==> src/common/cpu_macros.svh <==
// CPU constants
// Widths, memory depths, register count and RV32I opcodes
`ifndef CPU_MACROS_SVH
`define CPU_MACROS_SVH

`define XLEN        32              // Data and address width
`define IMEM_DEPTH  128             // Instruction memory words
`define DMEM_DEPTH  128             // Data memory words
`define NREGS       32              // Architectural registers

`define NOP_INSTR   32'h0000_0013   // ADDI x0, x0, 0

// Major opcodes of the supported subset
`define OP_RTYPE    7'b0110011
`define OP_ITYPE    7'b0010011
`define OP_LOAD     7'b0000011
`define OP_STORE    7'b0100011
`define OP_BRANCH   7'b1100011
`define OP_JAL      7'b1101111
`define OP_JALR     7'b1100111
`endif

==> src/common/cpu_pkg.sv <==
// CPU package
// Control word, stage payloads, retire trace and program-write port types
`include "cpu_macros.svh"

package cpu_pkg;

    typedef logic [`XLEN-1:0]           word_t;
    typedef logic [$clog2(`NREGS)-1:0]  reg_idx_t;

    // ALU operations, add is zero so a bubble does an add
    typedef enum logic [2:0] {
        alu_add = 3'd0,
        alu_sub,
        alu_and,
        alu_or,
        alu_xor,
        alu_slt
    } alu_op_e;

    // All-zero value is a bubble
    typedef struct packed {
        alu_op_e alu_op;
        logic    alu_src_imm;   // Operand B from immediate
        logic    mem_read;
        logic    mem_write;
        logic    reg_write;
        logic    mem_to_reg;    // Writeback from load data
        logic    branch;        // BEQ
        logic    jump;          // JAL / JALR
        logic    jump_reg;      // JALR, base is rs1
    } ctrl_t;

    typedef struct packed {
        word_t instr;
        word_t pc;
    } if_id_t;

    typedef struct packed {
        ctrl_t    ctrl;
        word_t    pc;
        word_t    rs1_data;
        word_t    rs2_data;
        word_t    imm;
        reg_idx_t rs1;
        reg_idx_t rs2;
        reg_idx_t rd;
    } id_ex_t;

    typedef struct packed {
        ctrl_t    ctrl;
        word_t    alu_result;   // Or link value on jumps
        word_t    store_data;
        word_t    target;
        logic     take;
        reg_idx_t rd;
    } ex_mem_t;

    typedef struct packed {
        logic     reg_write;
        reg_idx_t rd;
        word_t    wb_data;
    } mem_wb_t;

    // Retire trace seen at the top
    typedef struct packed {
        logic     valid;
        reg_idx_t rd;
        word_t    data;
    } wb_trace_t;

    typedef struct packed {
        logic                           we;
        logic [$clog2(`IMEM_DEPTH)-1:0] addr;   // Word address
        word_t                          data;
    } imem_write_t;

endpackage

==> src/rtl/execute/execute_stage.sv <==
// Execute stage
// Forwarding from EX/MEM and MEM/WB, operand muxes, ALU,
// BEQ compare and jump target / link computation
`timescale 1ns/1ps

module execute_stage (
    input  cpu_pkg::id_ex_t   id_ex,
    input  cpu_pkg::word_t    fwd_mem_data,   // EX/MEM result
    input  cpu_pkg::reg_idx_t fwd_mem_rd,
    input  logic              fwd_mem_we,
    input  cpu_pkg::word_t    fwd_wb_data,    // MEM/WB writeback value
    input  cpu_pkg::reg_idx_t fwd_wb_rd,
    input  logic              fwd_wb_we,
    output cpu_pkg::ex_mem_t  ex_mem
);

    cpu_pkg::word_t op_a;      // Forwarded rs1
    cpu_pkg::word_t rs2_fwd;   // Forwarded rs2, also store data
    cpu_pkg::word_t op_b;
    cpu_pkg::word_t alu_out;
    cpu_pkg::word_t link_pc;
    cpu_pkg::word_t target;

    // Newest producer wins, x0 never forwarded
    function automatic cpu_pkg::word_t forward(input cpu_pkg::reg_idx_t rs,
                                               input cpu_pkg::word_t rf_data);
        if (rs != '0 && fwd_mem_we && fwd_mem_rd == rs) begin
            return fwd_mem_data;
        end
        if (rs != '0 && fwd_wb_we && fwd_wb_rd == rs) begin
            return fwd_wb_data;
        end
        return rf_data;
    endfunction

    // ========================================
    // Operands
    // ========================================
    always_comb begin
        op_a    = forward(id_ex.rs1, id_ex.rs1_data);
        rs2_fwd = forward(id_ex.rs2, id_ex.rs2_data);
    end

    assign op_b = id_ex.ctrl.alu_src_imm ? id_ex.imm : rs2_fwd;

    // ========================================
    // ALU
    // ========================================
    always_comb begin
        case (id_ex.ctrl.alu_op)
            cpu_pkg::alu_add: alu_out = op_a + op_b;
            cpu_pkg::alu_sub: alu_out = op_a - op_b;
            cpu_pkg::alu_and: alu_out = op_a & op_b;
            cpu_pkg::alu_or:  alu_out = op_a | op_b;
            cpu_pkg::alu_xor: alu_out = op_a ^ op_b;
            cpu_pkg::alu_slt: alu_out = cpu_pkg::word_t'($signed(op_a) < $signed(op_b));
            default:          alu_out = '0;
        endcase
    end

    assign link_pc = id_ex.pc + cpu_pkg::word_t'(4);
    // JALR target comes out of the ALU add, bit 0 cleared
    assign target  = id_ex.ctrl.jump_reg ? {alu_out[$bits(alu_out)-1:1], 1'b0}
                                         : id_ex.pc + id_ex.imm;

    always_comb begin
        ex_mem.ctrl       = id_ex.ctrl;
        ex_mem.alu_result = id_ex.ctrl.jump ? link_pc : alu_out;
        ex_mem.store_data = rs2_fwd;
        ex_mem.target     = target;
        ex_mem.take       = id_ex.ctrl.jump || (id_ex.ctrl.branch && op_a == rs2_fwd);
        ex_mem.rd         = id_ex.rd;
    end

endmodule

==> config.mk <==
export PLATFORM = sky130hd
export DESIGN_NAME = execute_stage
export DESIGN_NICKNAME = d
export VERILOG_FILES = /design/src/common/cpu_pkg.sv /design/src/rtl/execute/execute_stage.sv
export VERILOG_INCLUDE_DIRS = /design/src /design/src/common
export SDC_FILE = /design/constraint.sdc
export NUM_CORES = 1
export LEC_CHECK = 0
export BUFFER_PORTS_ARGS = -buffer_cell sky130_fd_sc_hd__buf_4
export CORE_ASPECT_RATIO = 0.5
export CORE_MARGIN = 3
export CORE_UTILIZATION = 59
export DETAILED_ROUTE_END_ITERATION = 7
export PLACE_DENSITY = 0.95
export SKIP_LAST_GASP = 1
export SYNTH_ARGS = -nofsm -noshare
export SYNTH_HDL_FRONTEND = slang
export SYNTH_SLANG_ARGS = --single-unit
export TNS_END_PERCENT = 20
==> constraint.sdc <==
create_clock -name vclk -period 7.8
set_input_delay 0.78 -clock vclk [all_inputs]
set_output_delay 0.78 -clock vclk [all_outputs]
set_load 0.1 [all_outputs]
; ---- Word-level counts from Yosys, hierarchy flattened
; Cells that the tools add are included.
[totals]
reg_bits = 0
in_bits = 230
out_inout_bits = 113
elab_cells = 49
[op_classes]
addsub = 4
magnitude_cmp = 1
n_eq_ne = 10
muxes = 18
bitwise_logic = 3
reduce_logical = 13
[ops]
columns = operator, count
row1 = $mux W32, 11
row2 = $pmux W32 S6, 1
row3 = $add A32 B32 Y32, 2
row4 = $add A32 B3 Y32 const B, 1
row5 = $and A32 B32 Y32, 1
row6 = $eq A32 B32 Y1, 1
row7 = $lt A32 B32 Y1, 1
row8 = $or A32 B32 Y32, 1
row9 = $sub A32 B32 Y32, 1
row10 = $xor A32 B32 Y32, 1
row11 = $eq A5 B5 Y1, 4
row12 = $reduce_bool A5 Y1, 2
row13 = $logic_and A1 B1 Y1, 9
row14 = $eq A3 B2 Y1 const B, 2
row15 = $eq A3 B3 Y1 const B, 2
row16 = $mux W1, 6
row17 = $eq A3 B1 Y1 const B, 1
row18 = $logic_not A3 Y1, 1
row19 = $logic_or A1 B1 Y1, 1

; ---- Longest topological paths before layout
; Gate-level depths: netlist of the first run.
[depth]
word_depth = 11
mapped_depth = 20
mapped_depth_nobuf = 18

; ---- Worst setup path before layout of the first run
; Ideal clock, no wire load.
[synth_timing]
path_type = input to output
start = input id_ex[8] (netlist bit)
end = output ex_mem[98] (netlist bit)
arrival_time_ns = 8.800
t_required_ns = 7.020
path_slack_ns = -1.780
cell_stages = 18
n_path_buf = 1
cell_sequence = or4_4 > o211ai_4 > nor2_4 > buf_6 > mux2i_1 > o21ai_0 > mux2_2 > inv_1 > ha_1 > or2_1 > o211ai_2 > a2111oi_2 > or3_4 > o211ai_2 > a21boi_2 > a211o_1 > mux2_1 > o21ai_0
[synth_lines]
columns = element, line_no
row1 = from (decl), execute_stage.sv:7  ; input cpu_pkg::id_ex_t id_ex,
row2 = to (decl), execute_stage.sv:14  ; output cpu_pkg::ex_mem_t ex_mem

==> results of run 1 <==
-- cells in the final DEF (no fill, tap or decap), types with 13 or more instances in the layout --
cell / netlist / final
a211oi_1: 21 / 21
a21o_1: 38 / 38
a21oi_1: 146 / 146
buf_4: 17 / 352
ha_1: 135 / 135
inv_1: 133 / 133
mux2_1: 13 / 13
mux2_2: 22 / 22
mux2i_1: 58 / 58
nand2_1: 143 / 143
nand2b_1: 16 / 16
nand3_1: 39 / 39
nand4_1: 29 / 29
nor2_1: 124 / 123
nor3_1: 41 / 41
o21a_1: 13 / 13
o21ai_0: 136 / 118
o21ai_1: 22 / 35
o2bb2ai_1: 20 / 20
xnor2_1: 92 / 92
xor2_1: 27 / 27
-- layout make-up --
type | instances | share of cell area [%]
inverter | 134 | 3.78
multi-input combinational | 1387 | 74.2
tap | 234 | 2.20
antenna | 1 | 0.0188
timing repair buffer | 352 | 19.8
-- layer usage --
metal | global-route usage, % | up-vias | part of all wire [%]
li1 | - | 6388 | -
met1 | 59.9 | 6510 | 38
met2 | 69.5 | 1114 | 42
met3 | 13.6 | 197 | 16
met4 | 18.0 | 2 | 4.6
met5 | 0 | - | 0.026
-- power groups by stage --
stage,logic [mW],clock network [mW],registers (mW)
5_1_grt,1.82,0,0
6_report,1.75,0.0000000138,0
3_5_place_dp,1.69,0,0
4_1_cts,1.69,0,0
3_3_place_gp,1.68,0,0
2_1_floorplan,1.26,0,0
-- per-stage QoR --
| stage | instances | hold slack [ps] | cell area (um^2) | total power, mW |
|---|---|---|---|---|
| final | 2108 | 1560 | 13300 | 1.75 |
| after global routing | 2107 | 1560 | 13300 | 1.82 |
| after CTS | 2106 | 1560 | 13300 | 1.69 |
| after detailed placement | 2106 | 1560 | 13300 | 1.69 |
| after global placement | 2106 | 1560 | 13300 | 1.68 |
| after floorplan | 1628 | 1770 | 10900 | 1.26 |
-- worst min path at each step --
stage	startpoint	endpoint	slack, ps	cells after the start
4_1_cts	id_ex[149]	ex_mem[108]	1560	0
3_5_place_dp	id_ex[149]	ex_mem[108]	1560	0
5_1_grt	id_ex[148]	ex_mem[107]	1560	0
6_report	id_ex[146]	ex_mem[105]	1560	0
3_3_place_gp	id_ex[149]	ex_mem[108]	1560	0
2_1_floorplan	id_ex[0]	ex_mem[0]	1770	1
-- kinds of logic (layout without fill, tap and decap cells) --
group / count (synthesis) / after routing / share of synthesized area, %
buffers and inverters: 242 / 486 / 9.75
xor gates and xnor gates: 119 / 119 / 9.56
adders and majority gates: 138 / 138 / 16.0
and+or+nand+nor: 467 / 468 / 20.6
AOI/OAI and AO/OA: 559 / 559 / 33.8
muxes: 103 / 103 / 10.3
other: 0 / 1 / 0
==> impl_metrics.json, run 1 <==
{
  "outcome": "complete, but fails checks",
  "violations": "max-capacitance violations",
  "grt_pass1_vias": 12800,
  "fillers": 1440,
  "drt_iter0_markers": 2001,
  "synth_area_leader_cell": "ha_1",
  "rows": 34,
  "layout-drive-gt1-share_pct": 22.7,
  "critPathKind": "in2out",
  "fin_nets": 2243,
  "required_ps": 7020,
  "final-seq-area_um2": 0,
  "setup_slack_ps": 1.10,
  "multi_input_area_um2": 9880,
  "dp_slack_ps": 568,
  "fmax_ghz": 0.128,
  "yosysMostFrequentCell": "a21oi_1",
  "n_sequential_cell": 0,
  "grt_pass1_wl_um": 72000,
  "p_seq_share_pct": 0,
  "fin_crit_sh_pct": 100,
  "gp_congestion": 1.07,
  "synth.area.top_cells": "ha_1 15%, xnor2_1 7.4%, a21oi_1 6.7%",
  "place.port_buffers": 325,
  "cts_hold_buf": 0,
  "final.setup.tns_ps": 0,
  "overflow": 0,
  "postSynthNetCount": 1996,
  "crit_path_max_incr_delay_ps": 810,
  "critPathArrivalTime_ps": 7020,
  "fin_crit_ps": 7800,
  "leakage_nw": 6.07,
  "yosys.area.top_type_share_pct": 15.5,
  "rsz0062_at_grt": "no",
  "die_area_um2": 20200,
  "drt_wl_total_um": 49800,
  "ant_nets": 0,
  "switching_power_mw": 1.22,
  "nClkBuffers": 0,
  "critPathMaxFanout": 18,
  "first_pass_iters": 8,
  "grt_max_degree": 56,
  "die_h_um": 102,
  "drc_errors": 0,
  "maxSlewHeadroom_pct": 1.02,
  "syn_inst": 1628,
  "avgViaCountPerCell": 6.74,
  "seq_area_frac_synth_pct": 0,
  "cts-resized-gates": 0,
  "syn2layout_area_growth_pct": 22.2,
  "synth_area_um2": 10900,
  "final_hold_viol_count": 0,
  "worstPathCellList": "buf_4 > xnor2_1 > nand4_1 > nor2_4 > mux2i_1 > o21ai_2 > mux2_2 > ha_1 > fa_1 > a211oi_1 > o21ai_1 > nand3_1 > a2111o_1 > nand2_1 > a2111oi_0 > nor3_1 > a211oi_1 > o22ai_1 > buf_4",
  "io_pins": 343,
  "path_depth": 19,
  "tightest_slew_ps": 1470,
  "p_int_uw": 526,
  "clock_power_share_pct": 0,
  "setup_viol": 0,
  "antenna_found_initial": 2,
  "crit_start": "id_ex[6]",
  "path_delay_family": "compound AO/OA/AOI/OAI gates",
  "grt_usage_pct": 45.3,
  "swShare_pct": 69.9,
  "wl_per_cell_um": 23.6,
  "ys_warn_count": 0,
  "startpoint_type": "input pin",
  "ir_drop_v": 0.000104,
  "drv_slew": 0,
  "avgSynthCellArea_um2": 6.69,
  "fin_util_pct": 75.1,
  "via_count": 14200,
  "synthTopCellsByCount": "146 x a21oi_1, 143 x nand2_1, 136 x o21ai_0",
  "postCtsSetupBuffers": 0,
  "endpoint": "ex_mem[32]",
  "die_w_um": 198,
  "synth_cell_type_count": 92,
  "powerDensity_nw_per_um2": 131,
  "crit_buf_inv": 2,
  "core-area_um2": 17700,
  "place_hpwl_um": 40700,
  "worstSetupEndpointType": "output pin",
  "maxCapViolations": 1,
  "p_comb_share_pct": 100.0,
  "min_path_type": "in2out",
  "crit_slowest_cell": "a211oi_1",
  "initial_utilization_pct": 61.4
}
(Power assumes the default switching activity.)
==> run 2, diff against run 1 <==
--- a/config.mk
+++ b/config.mk
@@ -6,13 +6,14 @@
 export SDC_FILE = /design/constraint.sdc
 export NUM_CORES = 1
 export LEC_CHECK = 0
-export BUFFER_PORTS_ARGS = -buffer_cell sky130_fd_sc_hd__buf_4
 export CORE_ASPECT_RATIO = 0.5
 export CORE_MARGIN = 3
-export CORE_UTILIZATION = 59
+export CORE_UTILIZATION = 60
 export DETAILED_ROUTE_END_ITERATION = 7
-export PLACE_DENSITY = 0.95
+export DONT_BUFFER_PORTS = 1
+export PLACE_DENSITY = 0.85
 export SKIP_LAST_GASP = 1
+export SLEW_MARGIN = 10
 export SYNTH_ARGS = -nofsm -noshare
 export SYNTH_HDL_FRONTEND = slang
 export SYNTH_SLANG_ARGS = --single-unit
==> impl_metrics.json, run 2 (synthesized netlist as in run 1, its figures left out) <==
{
  "final-seq-area_um2": 0,
  "drt_wl_total_um": 49700,
  "instances_no_fill": 1856,
  "first_pass_iters": 8,
  "drv_slew": 0,
  "fin_crit_sh_pct": 97.4,
  "layout_commonest_cell": "nand2_1",
  "grt_max_degree": 88,
  "ant_nets": 0,
  "grt_pass1_wl_um": 72500,
  "via_count": 13300,
  "required_ps": 7020,
  "setup_viol": 0,
  "maxCapViolations": 0,
  "fin_nets": 1989,
  "die_h_um": 101,
  "n_sequential_cell": 0,
  "grt_pass1_vias": 12500,
  "dp_slack_ps": 442,
  "cts-resized-gates": 0,
  "fillers": 1563,
  "fin_crit_ps": 7590,
  "crit_start": "id_ex[8]",
  "critPathMaxFanout": 17,
  "overflow": 0,
  "tightest_slew_ps": 1220,
  "setup_slack_ps": 206,
  "outcome": "complete, no violations",
  "holdWs_ps": 1560,
  "antenna_found_initial": 3,
  "drt_iter0_markers": 1674,
  "critPathKind": "in2out",
  "startpoint_type": "input pin",
  "mostFrequentLayoutCells": "143 x nand2_1, 136 x a21oi_1, 135 x ha_1",
  "drc_errors": 0,
  "place.port_buffers": 0,
  "gp_congestion": 1.02,
  "maxSlewHeadroom_pct": 18.3,
  "fin_util_pct": 68.9,
  "nClkBuffers": 0,
  "dpl.cell_count": 1853,
  "io_pins": 343,
  "rows": 34,
  "endpoint": "ex_mem[21]",
  "layout-drive-gt1-share_pct": 14.7,
  "postCtsSetupBuffers": 0,
  "syn2layout_area_growth_pct": 11.1,
  "die_w_um": 197,
  "place_hpwl_um": 41100,
  "cts_hold_buf": 0,
  "avgViaCountPerCell": 7.17,
  "die_area_um2": 19900,
  "fmax_ghz": 0.132,
  "worstSetupEndpointType": "output pin",
  "grt_usage_pct": 46.1,
  "final_hold_viol_count": 0,
  "initial_utilization_pct": 62.0,
  "hold_path.startpoint": "id_ex[1]",
  "critPathArrivalTime_ps": 6810,
  "min_path_type": "in2out",
  "wl_per_cell_um": 26.8,
  "core-area_um2": 17600,
  "rsz0062_at_grt": "no"
}
-- run 2: cell types whose count changed in the layout (fill, tap and decap cells not counted), sizes merged --
cell and change:
diode +2, nor2 -1, buf -253
-- run 2: routing by layer --
layer / vias up / routed length, um / track usage (%)
met3: 221 / 7090 / 13.8
met2: 1035 / 20900 / 72.6
met5: - / 118 / 3.70
met1: 6168 / 19000 / 58.8
met4: 4 / 2530 / 20.0
li1: 5885 / - / -
-- run 2: worst min path at each step --
stage,end,slack (ps),cells past startpoint
after global routing,ex_mem[1],1560,0
after CTS,ex_mem[108],1560,0
final,ex_mem[1],1560,0
after detailed placement,ex_mem[108],1560,0
after global placement,ex_mem[108],1560,0
after floorplan,ex_mem[0],1770,1
-- run 2: final cells by class --
class	instances	area, um^2	share of cell area (%)
tap	234	293	2.42
antenna	3	7.51	0.0620
inverter	134	503	4.16
timing repair buffer	99	1140	9.45
multi-input combinational	1386	10200	83.9
-- run 2: through the flow --
stage / TNS (ps) / cell area (um^2)
final: 0 / 12100
after global routing: 0 / 12100
after floorplan: -287 / 10900
after global placement: 0 / 12100
after CTS: 0 / 12100
after detailed placement: 0 / 12100
-- run 2: critical path, stage by stage --
cell and delay (ps):
or4_4 550, o211ai_4 160, buf_4 270, nor2_4 150
mux2i_1 160, o21ai_2 950, mux2_2 400, inv_1 80
ha_1 240, or4_1 550, o22a_1 280, a2111oi_0 500
nor2_1 120, xnor2_1 140, a221oi_1 340, a2bb2oi_1 650
mux2i_2 230, buf_12 230
